### config.mk
export PLATFORM = sky130hd
export DESIGN_NAME = mem_check
export DESIGN_NICKNAME = d
export VERILOG_FILES = /design/src/mem_pipe_pkg.sv /design/src/mem_check.sv
export SDC_FILE = /design/constraint.sdc
export NUM_CORES = 1
export LEC_CHECK = 0
export BUFFER_PORTS_ARGS = -buffer_cell sky130_fd_sc_hd__buf_4
export CAP_MARGIN = 20
export CORE_MARGIN = 10
export CORE_UTILIZATION = 12
export DETAILED_ROUTE_END_ITERATION = 8
export PLACE_DENSITY = 0.91
export SYNTH_ARGS = -nofsm -noshare
export SYNTH_HDL_FRONTEND = slang
export SYNTH_SLANG_ARGS = --single-unit
### constraint.sdc
create_clock -name clk_i -period 2.7 [get_ports clk_i]
set_input_delay 0.405 -clock clk_i [delete_from_list [all_inputs] [get_ports clk_i]]
set_output_delay 0.405 -clock clk_i [all_outputs]
set_load 0.03 [all_outputs]
### src/mem_pipe_pkg.sv
package mem_pipe_pkg;

  localparam int DWORD_WIDTH    = 64;
  localparam int DWORD_BYTES    = DWORD_WIDTH / 8;
  localparam int OFFSET_WIDTH   = $clog2(DWORD_BYTES);
  localparam int REG_ADDR_WIDTH = 5;

  // Integer load and store opcodes
  typedef enum logic [3:0]
  {
    op_lb, op_lh, op_lw, op_ld,
    op_lbu, op_lhu, op_lwu,
    op_sb, op_sh, op_sw, op_sd
  } mem_op_e;

  typedef enum logic [1:0]
  {
    size_b, size_h, size_w, size_d
  } mem_size_e;

  typedef struct packed
  {
    logic                      v;
    mem_op_e                   op;
    logic [DWORD_WIDTH-1:0]    rs1;
    logic [DWORD_WIDTH-1:0]    rs2;
    logic [DWORD_WIDTH-1:0]    imm;
    logic [REG_ADDR_WIDTH-1:0] rd_addr;
  } mem_req_s;

  // Request after address generation
  typedef struct packed
  {
    logic                      v;
    mem_op_e                   op;
    mem_size_e                 size;
    logic                      store;
    logic [DWORD_WIDTH-1:0]    eaddr;
    logic [DWORD_WIDTH-1:0]    st_data;
    logic [REG_ADDR_WIDTH-1:0] rd_addr;
  } mem_stage_s;

  typedef struct packed
  {
    logic                      v;
    mem_op_e                   op;
    logic [OFFSET_WIDTH-1:0]   offset;
    logic [REG_ADDR_WIDTH-1:0] rd_addr;
    logic [DWORD_WIDTH-1:0]    dword;
  } mem_rdata_s;

  typedef struct packed
  {
    logic load_misaligned;
    logic store_misaligned;
    logic load_access_fault;
    logic store_access_fault;
  } mem_fault_s;

  typedef struct packed
  {
    logic                      v;
    logic [REG_ADDR_WIDTH-1:0] rd_addr;
    logic [DWORD_WIDTH-1:0]    data;
  } mem_resp_s;

endpackage

### src/mem_check.sv
`timescale 1ns/1ns

module mem_check
  import mem_pipe_pkg::*;
  #(parameter int mem_words_p = 256)
  (input                clk_i
   , input              reset_i
   , input  mem_stage_s stage_i
   , output logic       commit_ok_o
   , output mem_fault_s fault_o
   );

  localparam logic [DWORD_WIDTH-1:0] mem_bytes_lp = DWORD_WIDTH'(mem_words_p) * DWORD_BYTES;

  logic       misaligned;
  logic       access_fault;
  logic       is_load;
  logic       is_store;
  mem_fault_s fault_r;

  always_comb
  begin
    case (stage_i.size)
      size_b:  misaligned = 1'b0;
      size_h:  misaligned = stage_i.eaddr[0];
      size_w:  misaligned = |stage_i.eaddr[1:0];
      default: misaligned = |stage_i.eaddr[2:0];
    endcase
  end

  // Anything past the last doubleword of the local memory faults
  assign access_fault = (stage_i.eaddr >= mem_bytes_lp);

  assign is_load  = stage_i.v & ~stage_i.store;
  assign is_store = stage_i.v &  stage_i.store;

  // Only this block decides whether a store may touch the array
  assign commit_ok_o = is_store & ~misaligned & ~access_fault;

  always_ff @(posedge clk_i)
  begin
    if (reset_i)
      fault_r <= '0;
    else
    begin
      fault_r.load_misaligned    <= is_load  & misaligned;
      fault_r.store_misaligned   <= is_store & misaligned;
      fault_r.load_access_fault  <= is_load  & access_fault;
      fault_r.store_access_fault <= is_store & access_fault;
    end
  end

  assign fault_o = fault_r;

endmodule

==> flow_summary.yaml <==
logic_synthesis:
  synth-simple-area-share_pct: 61.9
  synthCells: 34
  synth-adder-area-share_pct: 0
  synth_area_per_cell_um2: 7.73
  yosysTopAreaCell: "dfxtp_1"
  synth_top_area_share_pct: 30.5
  synthTopCellsByArea: "dfxtp_1 (30%), nor4_1 (26%), nor4_2 (9.5%), nand4_1 (7.1%), nor3_1 (5.7%)"
  ys_types: 11
  synth-seq-cells: 4
  synth-compound-area-share_pct: 7.62
  synth_top_family_by_area: "simple AND/OR/NAND/NOR gates"
  syn-num-nets: 177
  synth_area_um2: 263
  muxShareOfSynthArea_pct: 0
  yosysWarnings: 0
  synthXorXnorAreaFrac_pct: 0
  ys_seq_area_share_pct: 30.5
timing:
  finalSetupViolations: 0
  fin_crit_ps: 2140
  setup_slack_ps: 560
  post-route-period-util_pct: 79.3
  finalSetupTns_ps: 0
  rsz0062_at_grt: "no"
  slew_headroom_pct: 78.7
  worstMarginPinSlew_ps: 317
  max_freq_ghz: 0.467
  drv_slew: 0
  finalHoldViolations: 0
die:
  die_y_um: 66.8
  core-area_mm2: 0.00202
  num_rows: 16
  die_area_mm2: 0.00446
  initial_utilization_pct: 13.0
  fp.dieW_um: 66.8
  io_pins: 148
clock_tree:
  cts_resized: 0
  clockBufferDepth: 2
  clock_sinks: 4
  cts_tree: "yes"
  cts_buffers: 3
  clock-root-buffer: "clkbuf_4"
  cts-hold-fix-buffers: 0
  post_cts_buffers: 0
  cts.clk_slew.worst_paths_ps: 40
  htreeDepth: 1
critical_path:
  crit_buf_inv: 2
  critPathMaxFanout: 3
  path_cells: "buf_4 > nor4_1 > nand4_1 > nor4_2 > and4_1 > buf_4"
  cp-end-kind: "output port"
  cpPeakStageDelay_ps: 380
  worstSetupStartpointType: "input pin"
  cpMostUsedCell: "buf_4"
  critPathKind: "input pin to output port"
  crit_path_top_delay_cell: "nor4_2"
  critical_path_arrival_ps: 1740
  crit_required_ps: 2300
  path_delay_family: "simple AND/OR/NAND/NOR gates"
placement:
  hpwl_um: 1720
  gp_congestion: 0.686
  io_buffer_count: 66
  dp.cells: 127
  dp_worst_setup_slack_ps: 504
route:
  post_drt_wl_per_cell_um: 13.8
  detail-route-antenna-nets: 0
  drt-total-wl_um: 1800
  drtIter0Drc: 5
  firstDrtPassIters: 2
  remaining_drc_errors: 0
  via_per_inst: 4.23
  vias: 550
final_layout:
  area_growth_pct: 210
  final_cell_mix: "buf_4 (66), nor4_1 (11), nor2_1 (4), dfxtp_1 (4)"
  mostFrequentLayoutCell: "buf_4"
  largest_reg_flops: 4
  n_antenna_cell: 0
  nNetsFinal: 248
  fin_cells: 130
  drive_above_1_share_pct: 68.9
power_and_ir_drop:
  clkPwrFrac_pct: 32.8
  pwr-share-seq_pct: 28.2
  switchingPower_mw: 0.0464
  p_int_mw: 0.174
  ir_worst_vdd_mv: 0.127
  p_sw_share_pct: 21.1
  power_leakage_nw: 0.403
  total_power_mw: 0.220
  powerDensity_mw_per_mm2: 271
  combPwrFrac_pct: 39.0
global_routing:
  overflow: 0
  use_met3_pct: 9.87
  antenna_found_initial: 0
  grt_pass1_wl_um: 2620
  grt-busiest-layer: "met2"
  grt_max_degree: 4
  met1_usage_pct: 5.12
  grt_pass1_vias: 683
  grtUsageTotal_pct: 7.49
  met2_usage_pct: 11.5
hold_path:
  whs_endpoint: "fault_o[2]"
  hold_class: "input pin to register"
  worstHoldStart: "reset_i"
  holdPathStages: 2
outcome:
  status: "completed"
run:
  cap_violations: 0
final cells by class:
cell class              count  area [um2]
well taps                  27        33.8
fillers                   196        1210
flip-flops and latches      4        80.1
clock buffers               3        22.5
multi-input cells          30         183
repair buffers             66         495
worst max-delay path by stage:
stage	startpoint	end	slack, ps	depth (start not counted)
final	stage_i[122]	commit_ok_o	560	6
after global routing	stage_i[81]	commit_ok_o	300	6
after CTS	stage_i[122]	commit_ok_o	500	6
after detailed placement	stage_i[122]	commit_ok_o	500	6
after global placement	stage_i[122]	commit_ok_o	510	6
after floorplan	stage_i[92]	commit_ok_o	780	4
Yosys cell counts:
library cell / number
a21o_1: 1
nor4_1: 11
dfxtp_1: 4
and4_1: 1
nor4_2: 2
a21oi_1: 1
nor2_1: 4
o21a_1: 1
nand4_1: 3
nand2_1: 3
nor3_1: 3
logic make-up after synthesis:
logic type	after synthesis
simple gates	27
compound gates	3
flops	4
per-stage QoR:
step           utilization [%]  cell area, um2  hold slack (ps)
5_1_grt                   40.3             815              359
4_1_cts                   40.3             815              351
3_5_place_dp              39.2             792              599
6_report                  40.3             815              360
2_1_floorplan                -             263              483
3_3_place_gp              39.2             792              592
power by group through the flow:
| stage | Combinational, mW | Sequential (mW) | Clock (mW) |
|---|---|---|---|
| final | 0.0860 | 0.0621 | 0.0723 |
| after global routing | 0.0928 | 0.0622 | 0.0758 |
| after CTS | 0.0869 | 0.0621 | 0.0767 |
| after detailed placement | 0.0867 | 0.0630 | 0 |
| after global placement | 0.0849 | 0.0630 | 0 |
| after floorplan | 0.00879 | 0.0676 | 0 |
routing by layer:
layer  wire (um)  share of wire [%]  up-vias
li1            -                  -      281
met5           0                  0        -
met4           0                  0        0
met1         534                 30      212
met2         710                 40       57
met3         550                 31        0
Note: power is estimated with default switching activity, not from simulation.
