File: config.mk
export PLATFORM = sky130hd
export DESIGN_NAME = mem_agen
export DESIGN_NICKNAME = d
export VERILOG_FILES = /design/src/mem_pipe_pkg.sv /design/src/mem_agen.sv
export SDC_FILE = /design/constraint.sdc
export NUM_CORES = 1
export LEC_CHECK = 0
export CAP_MARGIN = 5
export CORE_MARGIN = 8
export CORE_UTILIZATION = 45
export CTS_BUF_LIST = sky130_fd_sc_hd__clkbuf_2 sky130_fd_sc_hd__clkbuf_4 sky130_fd_sc_hd__clkbuf_8
export DETAILED_ROUTE_END_ITERATION = 16
export DONT_BUFFER_PORTS = 1
export PLACE_DENSITY_LB_ADDON = 0.2
export SLEW_MARGIN = 30
export SYNTH_ARGS = -nofsm -noshare
export SYNTH_HDL_FRONTEND = slang
export SYNTH_SLANG_ARGS = --single-unit
File: constraint.sdc
create_clock -name clk_i -period 3.06 [get_ports clk_i]
set_input_delay 0.153 -clock clk_i [delete_from_list [all_inputs] [get_ports clk_i]]
set_output_delay 0.153 -clock clk_i [all_outputs]
set_load 0.005 [all_outputs]
File: src/mem_pipe_pkg.sv
package mem_pipe_pkg;

  localparam int DWORD_WIDTH    = 64;
  localparam int DWORD_BYTES    = DWORD_WIDTH / 8;
  localparam int OFFSET_WIDTH   = $clog2(DWORD_BYTES);
  localparam int REG_ADDR_WIDTH = 5;

  // Integer load and store opcodes
  typedef enum logic [3:0]
  {
    op_lb, op_lh, op_lw, op_ld,
    op_lbu, op_lhu, op_lwu,
    op_sb, op_sh, op_sw, op_sd
  } mem_op_e;

  typedef enum logic [1:0]
  {
    size_b, size_h, size_w, size_d
  } mem_size_e;

  typedef struct packed
  {
    logic                      v;
    mem_op_e                   op;
    logic [DWORD_WIDTH-1:0]    rs1;
    logic [DWORD_WIDTH-1:0]    rs2;
    logic [DWORD_WIDTH-1:0]    imm;
    logic [REG_ADDR_WIDTH-1:0] rd_addr;
  } mem_req_s;

  // Request after address generation
  typedef struct packed
  {
    logic                      v;
    mem_op_e                   op;
    mem_size_e                 size;
    logic                      store;
    logic [DWORD_WIDTH-1:0]    eaddr;
    logic [DWORD_WIDTH-1:0]    st_data;
    logic [REG_ADDR_WIDTH-1:0] rd_addr;
  } mem_stage_s;

  typedef struct packed
  {
    logic                      v;
    mem_op_e                   op;
    logic [OFFSET_WIDTH-1:0]   offset;
    logic [REG_ADDR_WIDTH-1:0] rd_addr;
    logic [DWORD_WIDTH-1:0]    dword;
  } mem_rdata_s;

  typedef struct packed
  {
    logic load_misaligned;
    logic store_misaligned;
    logic load_access_fault;
    logic store_access_fault;
  } mem_fault_s;

  typedef struct packed
  {
    logic                      v;
    logic [REG_ADDR_WIDTH-1:0] rd_addr;
    logic [DWORD_WIDTH-1:0]    data;
  } mem_resp_s;

endpackage

File: src/mem_agen.sv
`timescale 1ns/1ns

module mem_agen
  import mem_pipe_pkg::*;
  (input              clk_i
   , input            reset_i
   , input  mem_req_s req_i
   , output mem_stage_s stage_o
   );

  logic [DWORD_WIDTH-1:0] eaddr;
  mem_size_e              size;
  logic                   store;

  mem_stage_s             stage_r;

  assign eaddr = req_i.rs1 + req_i.imm;
  assign store = req_i.op inside {op_sb, op_sh, op_sw, op_sd};

  always_comb
  begin
    case (req_i.op)
      op_lb, op_lbu, op_sb: size = size_b;
      op_lh, op_lhu, op_sh: size = size_h;
      op_lw, op_lwu, op_sw: size = size_w;
      default:              size = size_d;
    endcase
  end

  always_ff @(posedge clk_i)
  begin
    if (reset_i)
      stage_r.v <= 1'b0;
    else
      stage_r.v <= req_i.v;
    stage_r.op      <= req_i.op;
    stage_r.size    <= size;
    stage_r.store   <= store;
    stage_r.eaddr   <= eaddr;
    stage_r.st_data <= req_i.rs2;
    stage_r.rd_addr <= req_i.rd_addr;
  end

  assign stage_o = stage_r;

endmodule

==> impl_metrics.yaml <==
power_and_ir_drop:
  ir_worst_vdd_mv: 0.255
  p_total_mw: 4.90
  power.net_switching_mw: 1.69
  comb_power_share: 0.221
  sw_frac_of_total: 0.345
  powerDensity_nw_per_um2: 576
  p_leak_nw: 3.60
  seqPwrFrac: 0.463
  cell_internal_pwr_mw: 3.21
  clockPowerShare: 0.316
placement:
  place_area_sq_um: 7010
  numPlacedInstances: 903
  place.port_buffers: 0
  gp_congestion: 0.882
  place_hpwl_um: 19200
  pre_cts_ws_ps: 220
finish:
  largest_register_ff_count: 141
  fin_area_sq_um: 8500
  syn_to_final_growth_pct: 24.5
  layout_commonest_cell: "dfxtp_1"
  instances_no_fill: 1043
  final_cell_mix: "141 x dfxtp_1, 107 x dlygate4sd3_1, 74 x a21oi_1"
  final_nets: 1109
  drive_above_1_share: 0.0656
critical_path:
  slowest_stage: "dlygate4sd3_1"
  cp-start-kind: "input port"
  worst-path-buf-inv: 2
  cpLargestDelayFamily: "compound AO/OA/AOI/OAI gates"
  setup.worst_path.end_class: "register"
  required_ps: 3410
  max_stage_delay_ps: 540
  path_max_fanout: 4
  path_cells: "dlygate4sd3_1, ha_1, fa_1, a211oi_2, o21ai_1, a21oi_1, buf_4, a2111o_1, a21bo_2, a31oi_4, a311o_2, nand2_1, o311ai_2"
  crit_type: "input port to register"
  crit_arrival_ps: 3230
floorplan:
  die_y_um: 139
  die_area_sq_um: 19400
  ios: 345
  die_x_um: 139
  start_util: 0.454
  fp-row-count: 45
  core_sq_um: 15000
clock_network:
  cts.htree.levels: 4
  numCtsBuffers: 17
  cts.root.buffer_cell: "clkbuf_8"
  cts_sinks: 141
  cts_tree: "done"
  clkTransAtPathRegs_ps: 100
  cts_buffer_depth: 2
  post_cts_buffers: 0
global_route:
  grt_start_max_net_pins: 19
  overflow: 0
  grt_pass1_wl_um: 37300
  grt_pass1_vias: 6167
  grt_usage: 0.250
  antenna_found_initial: 1
detailed_routing:
  vias: 6086
  dr.pass1.iters: 5
  drcViolationCount: 0
  first_iter_violations: 343
  wl_per_cell_um: 24.0
  wirelength_um: 25000
  vias_per_cell: 5.84
  drtAntennaViolNets: 0
synthesis:
  avgSynthCellArea_sq_um: 9.34
  synth-edff-count: 0
  ys_seq_elements: 141
  synthCells: 731
  synth_flop_cell: "dfxtp_1"
  synthArstFlopShare: 0
  ys_seq_area_frac: 0.413
  yosys_warnings: 0
  ys_types: 63
  synth_nets: 999
  syn_area_sq_um: 6830
hold_path:
  hold_path_end: "stage_o[92]$_DFF_P_"
  min_delay_path_depth: 2
  hold_start: "req_i[28]"
  min_path_type: "input port to register"
timing:
  slew_headroom: 0.588
  fin_crit_ps: 2890
  fin_crit_sh: 0.944
  tightest_slew_ps: 611
  rsz0062_at_grt: "no"
  setup_viol: 0
  finalSetupTns_ps: 0
  fmax_mhz: 346
  finalHoldViolCount: 0
  slew_viol_final: 0
  worst_slack_ps: 172
run:
  cap_violations: 0
run_status:
  status: "complete, no violations"
[logic make-up after synthesis]
family	Yosys count	share of synthesized area
flops	141	0.413
buf+inv	43	0.0245
fa+ha+maj	64	0.118
compound gates	243	0.241
xor+xnor	57	0.0731
simple gates	183	0.130
[power by group through the flow]
stage               Combinational [mW]  Sequential (mW)  Clock (mW)
floorplan                        0.724             2.22           0
global placement                 0.914             2.32           0
detailed placement               0.920             2.31           0
CTS                               1.06             2.28        1.58
global route                      1.19             2.29        1.65
finish                            1.08             2.27        1.55
[per-stage QoR]
step | util | hold WS [ps]
final | 0.566 | 42.3
after global routing | 0.566 | 20.0
after CTS | 0.565 | 0.467
after detailed placement | 0.466 | 181
after global placement | 0.466 | 181
after floorplan | - | 181
[synth_stat cells (6+ instances only)]
cell	n	share of area
xor2_1	16	0.021
nor2_1	51	0.028
inv_1	25	0.014
dfxtp_1	141	0.41
ha_1	63	0.12
o21a_1	12	0.013
and3_1	7	0.0064
a21o_1	32	0.035
nand4_1	13	0.012
a21oi_1	74	0.054
o21ai_0	39	0.029
nand2b_1	9	0.0082
clkbuf_1	13	0.0071
a31oi_1	10	0.0092
nand2_1	56	0.031
nand3_1	14	0.010
xnor2_1	41	0.053
o211ai_1	6	0.0066
o21ai_1	6	0.0044
o21bai_1	14	0.015
a211oi_1	9	0.0099
[worst max path at each step]
stage                     from                   end  slack [ps]  depth (start not counted)
global placement      req_i[5]  stage_o[129]$_DFF_P_         260                         12
floorplan             req_i[5]  stage_o[129]$_DFF_P_         420                         11
CTS                 req_i[133]  stage_o[129]$_DFF_P_         190                         13
detailed placement    req_i[5]  stage_o[129]$_DFF_P_         220                         12
global route        req_i[133]  stage_o[129]$_DFF_P_          60                         13
finish              req_i[133]  stage_o[129]$_DFF_P_         170                         13
[timing repair]
| item | in CTS | in global routing |
|---|---|---|
| gates resized for setup | 0 | 1 |
| hold buffers | 107 | 0 |
| hold endpoints to repair | 95 | 0 |
| endpoints found under the setup margin | 0 | 1 |
[per-layer routing]
| metal | track usage | part of all wire |
|---|---|---|
| met3 | 0.0957 | 0.083 |
| met5 | 0 | 0 |
| met1 | 0.266 | 0.39 |
| met4 | 0.113 | 0.035 |
| met2 | 0.430 | 0.49 |
[final cells by class]
cell class                 instances  area [sq um]
sequential                       141          2820
inverter                          25          93.8
fill                            1320          6530
clock inverter                    15           184
clock buffer                      17           234
antenna                            1          2.50
timing repair buffer             109          1090
multi-input combinational        547          3840
tap                              188           235
Power figures use the tool's default switching activity.
