$ cat src/mem_pipe_pkg.sv
package mem_pipe_pkg;

  localparam int DWORD_WIDTH    = 64;
  localparam int DWORD_BYTES    = DWORD_WIDTH / 8;
  localparam int OFFSET_WIDTH   = $clog2(DWORD_BYTES);
  localparam int REG_ADDR_WIDTH = 5;

  // Integer load and store opcodes
  typedef enum logic [3:0]
  {
    op_lb, op_lh, op_lw, op_ld,
    op_lbu, op_lhu, op_lwu,
    op_sb, op_sh, op_sw, op_sd
  } mem_op_e;

  typedef enum logic [1:0]
  {
    size_b, size_h, size_w, size_d
  } mem_size_e;

  typedef struct packed
  {
    logic                      v;
    mem_op_e                   op;
    logic [DWORD_WIDTH-1:0]    rs1;
    logic [DWORD_WIDTH-1:0]    rs2;
    logic [DWORD_WIDTH-1:0]    imm;
    logic [REG_ADDR_WIDTH-1:0] rd_addr;
  } mem_req_s;

  // Request after address generation
  typedef struct packed
  {
    logic                      v;
    mem_op_e                   op;
    mem_size_e                 size;
    logic                      store;
    logic [DWORD_WIDTH-1:0]    eaddr;
    logic [DWORD_WIDTH-1:0]    st_data;
    logic [REG_ADDR_WIDTH-1:0] rd_addr;
  } mem_stage_s;

  typedef struct packed
  {
    logic                      v;
    mem_op_e                   op;
    logic [OFFSET_WIDTH-1:0]   offset;
    logic [REG_ADDR_WIDTH-1:0] rd_addr;
    logic [DWORD_WIDTH-1:0]    dword;
  } mem_rdata_s;

  typedef struct packed
  {
    logic load_misaligned;
    logic store_misaligned;
    logic load_access_fault;
    logic store_access_fault;
  } mem_fault_s;

  typedef struct packed
  {
    logic                      v;
    logic [REG_ADDR_WIDTH-1:0] rd_addr;
    logic [DWORD_WIDTH-1:0]    data;
  } mem_resp_s;

endpackage

$ cat src/mem_writeback.sv
`timescale 1ns/1ns

module mem_writeback
  import mem_pipe_pkg::*;
  (input  mem_rdata_s   rdata_i
   , input  mem_fault_s fault_i
   , output mem_resp_s  load_resp_o
   , output logic       store_done_o
   , output mem_fault_s fault_o
   );

  logic                   is_store;
  logic                   any_fault;
  logic [DWORD_WIDTH-1:0] shifted;
  logic [DWORD_WIDTH-1:0] data;

  assign is_store  = rdata_i.op inside {op_sb, op_sh, op_sw, op_sd};
  assign any_fault = |fault_i;

  // Bring the addressed bytes down to bit 0
  assign shifted = rdata_i.dword >> {rdata_i.offset, 3'b000};

  always_comb
  begin
    case (rdata_i.op)
      op_lb:
        data = {{(DWORD_WIDTH-8){shifted[7]}}, shifted[7:0]};
      op_lh:
        data = {{(DWORD_WIDTH-16){shifted[15]}}, shifted[15:0]};
      op_lw:
        data = {{(DWORD_WIDTH-32){shifted[31]}}, shifted[31:0]};
      op_lbu:
        data = {{(DWORD_WIDTH-8){1'b0}}, shifted[7:0]};
      op_lhu:
        data = {{(DWORD_WIDTH-16){1'b0}}, shifted[15:0]};
      op_lwu:
        data = {{(DWORD_WIDTH-32){1'b0}}, shifted[31:0]};
      default:
        data = shifted;
    endcase
  end

  // A faulting request gives no response
  always_comb
  begin
    load_resp_o.v       = rdata_i.v & ~is_store & ~any_fault;
    load_resp_o.rd_addr = rdata_i.rd_addr;
    load_resp_o.data    = data;
  end

  assign store_done_o = rdata_i.v & is_store & ~any_fault;
  assign fault_o      = fault_i;

endmodule

$ cat config.mk
export PLATFORM = sky130hd
export DESIGN_NAME = mem_writeback
export DESIGN_NICKNAME = d
export VERILOG_FILES = /design/src/mem_pipe_pkg.sv /design/src/mem_writeback.sv
export SDC_FILE = /design/constraint.sdc
export NUM_CORES = 1
export LEC_CHECK = 0
export BUFFER_PORTS_ARGS = -buffer_cell sky130_fd_sc_hd__buf_2
export CAP_MARGIN = 10
export CELL_PAD_IN_SITES_DETAIL_PLACEMENT = 0
export CELL_PAD_IN_SITES_GLOBAL_PLACEMENT = 1
export CORE_UTILIZATION = 26
export DETAILED_ROUTE_END_ITERATION = 12
export PLACE_DENSITY_LB_ADDON = 0.1
export SYNTH_ARGS = -nofsm -noshare
export SYNTH_HDL_FRONTEND = slang
export SYNTH_SLANG_ARGS = --single-unit
export TNS_END_PERCENT = 5
$ cat constraint.sdc
create_clock -name vclk -period 1.4
set_clock_uncertainty 0.15 [all_clocks]
set_input_delay 0 -clock vclk [all_inputs]
set_output_delay 0 -clock vclk [all_outputs]
set_load 0.05 [all_outputs]
==> flow_summary.json <==
{
  "routed_wl_mm": 10.35,
  "path_common_cell": "buf_6",
  "start_util_pct": 27.21,
  "num_antenna_cells": 0,
  "layout-area-overhead-vs-synth_pct": 114.1,
  "chipHeight_um": 95.20,
  "ant_nets": 0,
  "first_pass_iters": 4,
  "synth_top_area_cell": "mux2i_1",
  "synthAdderAreaFrac_pct": 0,
  "antenna_found_initial": 0,
  "ys_types": 37,
  "dieArea_um2": 9063,
  "worstPathArrival_ns": 1.88,
  "wire_per_inst_um": 16.50,
  "rsz0062_at_grt": "true",
  "min-delay-path-class": "in -> out",
  "synthMuxAreaShare_pct": 40.11,
  "p_leak_nw": 2.311,
  "yosys-top-cells-count": "nand2_1 (61), o21ai_0 (50), mux2i_1 (41)",
  "ir_drop_mv": 0.3545,
  "drv_slew": 0,
  "synth-compound-area-share_pct": 25.76,
  "failed_checks": "negative setup slack",
  "fmax_mhz": 491.6,
  "cap_viol_max_count": 0,
  "dpl_worst_slack_ns": -0.9565,
  "clockBufferCount": 0,
  "syn-num-nets": 406,
  "num_vias": 3210,
  "status": "finished with violations",
  "synth_xor_area_share_pct": 0,
  "syn_inst": 325,
  "flops_and_latches": 0,
  "rows": 33,
  "final.setup.worst_slack_ns": -0.6342,
  "period_needed_ns": 2.034,
  "slowest_stage": "mux4_2",
  "tightest_slew_ns": 0.4976,
  "holdPathStages": 2,
  "grt_pass1_wl_mm": 15.87,
  "finalHoldViolCount": 0,
  "place.port_buffers": 146,
  "first_iter_violations": 82,
  "synth_top_family_by_area": "multiplexers",
  "critPathMaxFanout": 5,
  "p_per_area_nw_per_um2": 548.4,
  "gr-total-overflow": 0,
  "fp.dieW_um": 95.20,
  "path_class": "in -> out",
  "synth_sequential_area_ratio_pct": 0,
  "setup_tns_ns": -27.98,
  "io_pins": 156,
  "coreArea_um2": 8299,
  "grt_pass1_vias": 3049,
  "fin_crit_sh_pct": 145.3,
  "dp_hpwl_mm": 7.689,
  "drc": 0,
  "setup_viol": 61,
  "nets": 605,
  "track_usage_pct": 22.26,
  "synth_warnings": 0,
  "synth.most_common_cell": "nand2_1",
  "viasPerCell": 5.120,
  "p_total_w": 0.002651,
  "startpoint_type": "input pin",
  "critPathRequiredTime_ns": 1.25,
  "syn_area_um2": 2258,
  "grt_max_degree": 54,
  "max_stage_delay_ns": 0.50,
  "synthSimpleGateAreaFrac_pct": 22.22,
  "path_cells": "buf_8, buf_6, nand2b_4, mux4_2, and4bb_4, buf_6, a311oi_4, buf_6, buf_16, o21ai_4, buf_6",
  "cp-end-kind": "output pin",
  "avgSynthCellArea_um2": 6.949,
  "synth.top_cell.area_share_pct": 18.17,
  "drive_gt1_share_pct": 68.39,
  "slew_headroom_pct": 66.72,
  "seq_area_um2": 0,
  "synth_area_leaders": "mux2i_1 (18%), mux4_2 (14%), o21ai_0 (11%)",
  "gp_congestion": 0.8603
}
[where the power goes]
part	switching, W	internal [W]
registers	0	0
logic	0.00153	0.00113
clock network	0	0
total	0.00153	0.00113
[logic make-up after synthesis]
family | after synthesis
AND/OR/NAND/NOR | 111
buffers and inverters | 43
AO/OA/AOI/OAI | 100
multiplexers | 71
[per-stage QoR]
step / util, % / instances / cell area (um2) / hold slack, ns
after floorplan: - / 325 / 2700 / 0.01705
after global placement: 47.35 / 612 / 3930 / -0.1496
after detailed placement: 47.35 / 612 / 3930 / -0.1496
after CTS: 57.11 / 625 / 4740 / 0.1530
after global routing: 58.25 / 627 / 4835 / 0.1581
final: 58.25 / 627 / 4835 / 0.1524
[layer usage]
metal	track usage, %	routed length (um)
met5	0	0
met4	1.389	78
met3	1.196	542
met2	40.54	5271
met1	29.96	4456
[worst paths after layout]
check         from              end  slack (ns)
max    rdata_i[71]  load_resp_o[51]       -0.63
min     fault_i[2]       fault_o[2]        0.15
[area by class of cell]
type                            instances  area (um2)
Fill cell                             766        3465
Multi-Input combinational cell        282        2566
Timing Repair Buffer                  237        2123
Inverter                                3       13.76
Tap cell                              105       131.4
[worst max-delay path: cells and delay by family]
kind	cells	cell delay [ns]
buffers and inverters	6	0.81
AND/OR/NAND/NOR	2	0.47
multiplexers	1	0.50
AO/OA/AOI/OAI	2	0.10
[layout by cell type (no fill, tap or decap), types with 3 or more instances in the layout]
| master | instances |
|---|---|
| a211oi_1 | 7 |
| a21oi_1 | 20 |
| a21oi_2 | 7 |
| a22oi_1 | 6 |
| and3_1 | 6 |
| buf_12 | 6 |
| buf_16 | 5 |
| buf_2 | 80 |
| buf_4 | 66 |
| buf_6 | 55 |
| buf_8 | 20 |
| dlygate4sd3_1 | 5 |
| mux2_2 | 5 |
| mux2_4 | 11 |
| mux2i_1 | 33 |
| mux2i_2 | 4 |
| mux2i_4 | 4 |
| mux4_2 | 14 |
| nand2_1 | 40 |
| nand2_2 | 14 |
| nand2_4 | 7 |
| nor2_1 | 21 |
| o21ai_0 | 7 |
| o21ai_1 | 3 |
| o21ai_2 | 27 |
| o21ai_4 | 14 |
[what timing repair did]
item,4_1_cts,5_1_grt
pin swaps,6,4
hold buffers,5,0
buffers inserted,6,2
gates resized for setup,189,22
endpoints found under the setup margin,64,64
gates cloned,3,0
endpoints found under the hold margin,5,0
No activity file was read; power rests on OpenSTA's default activity.
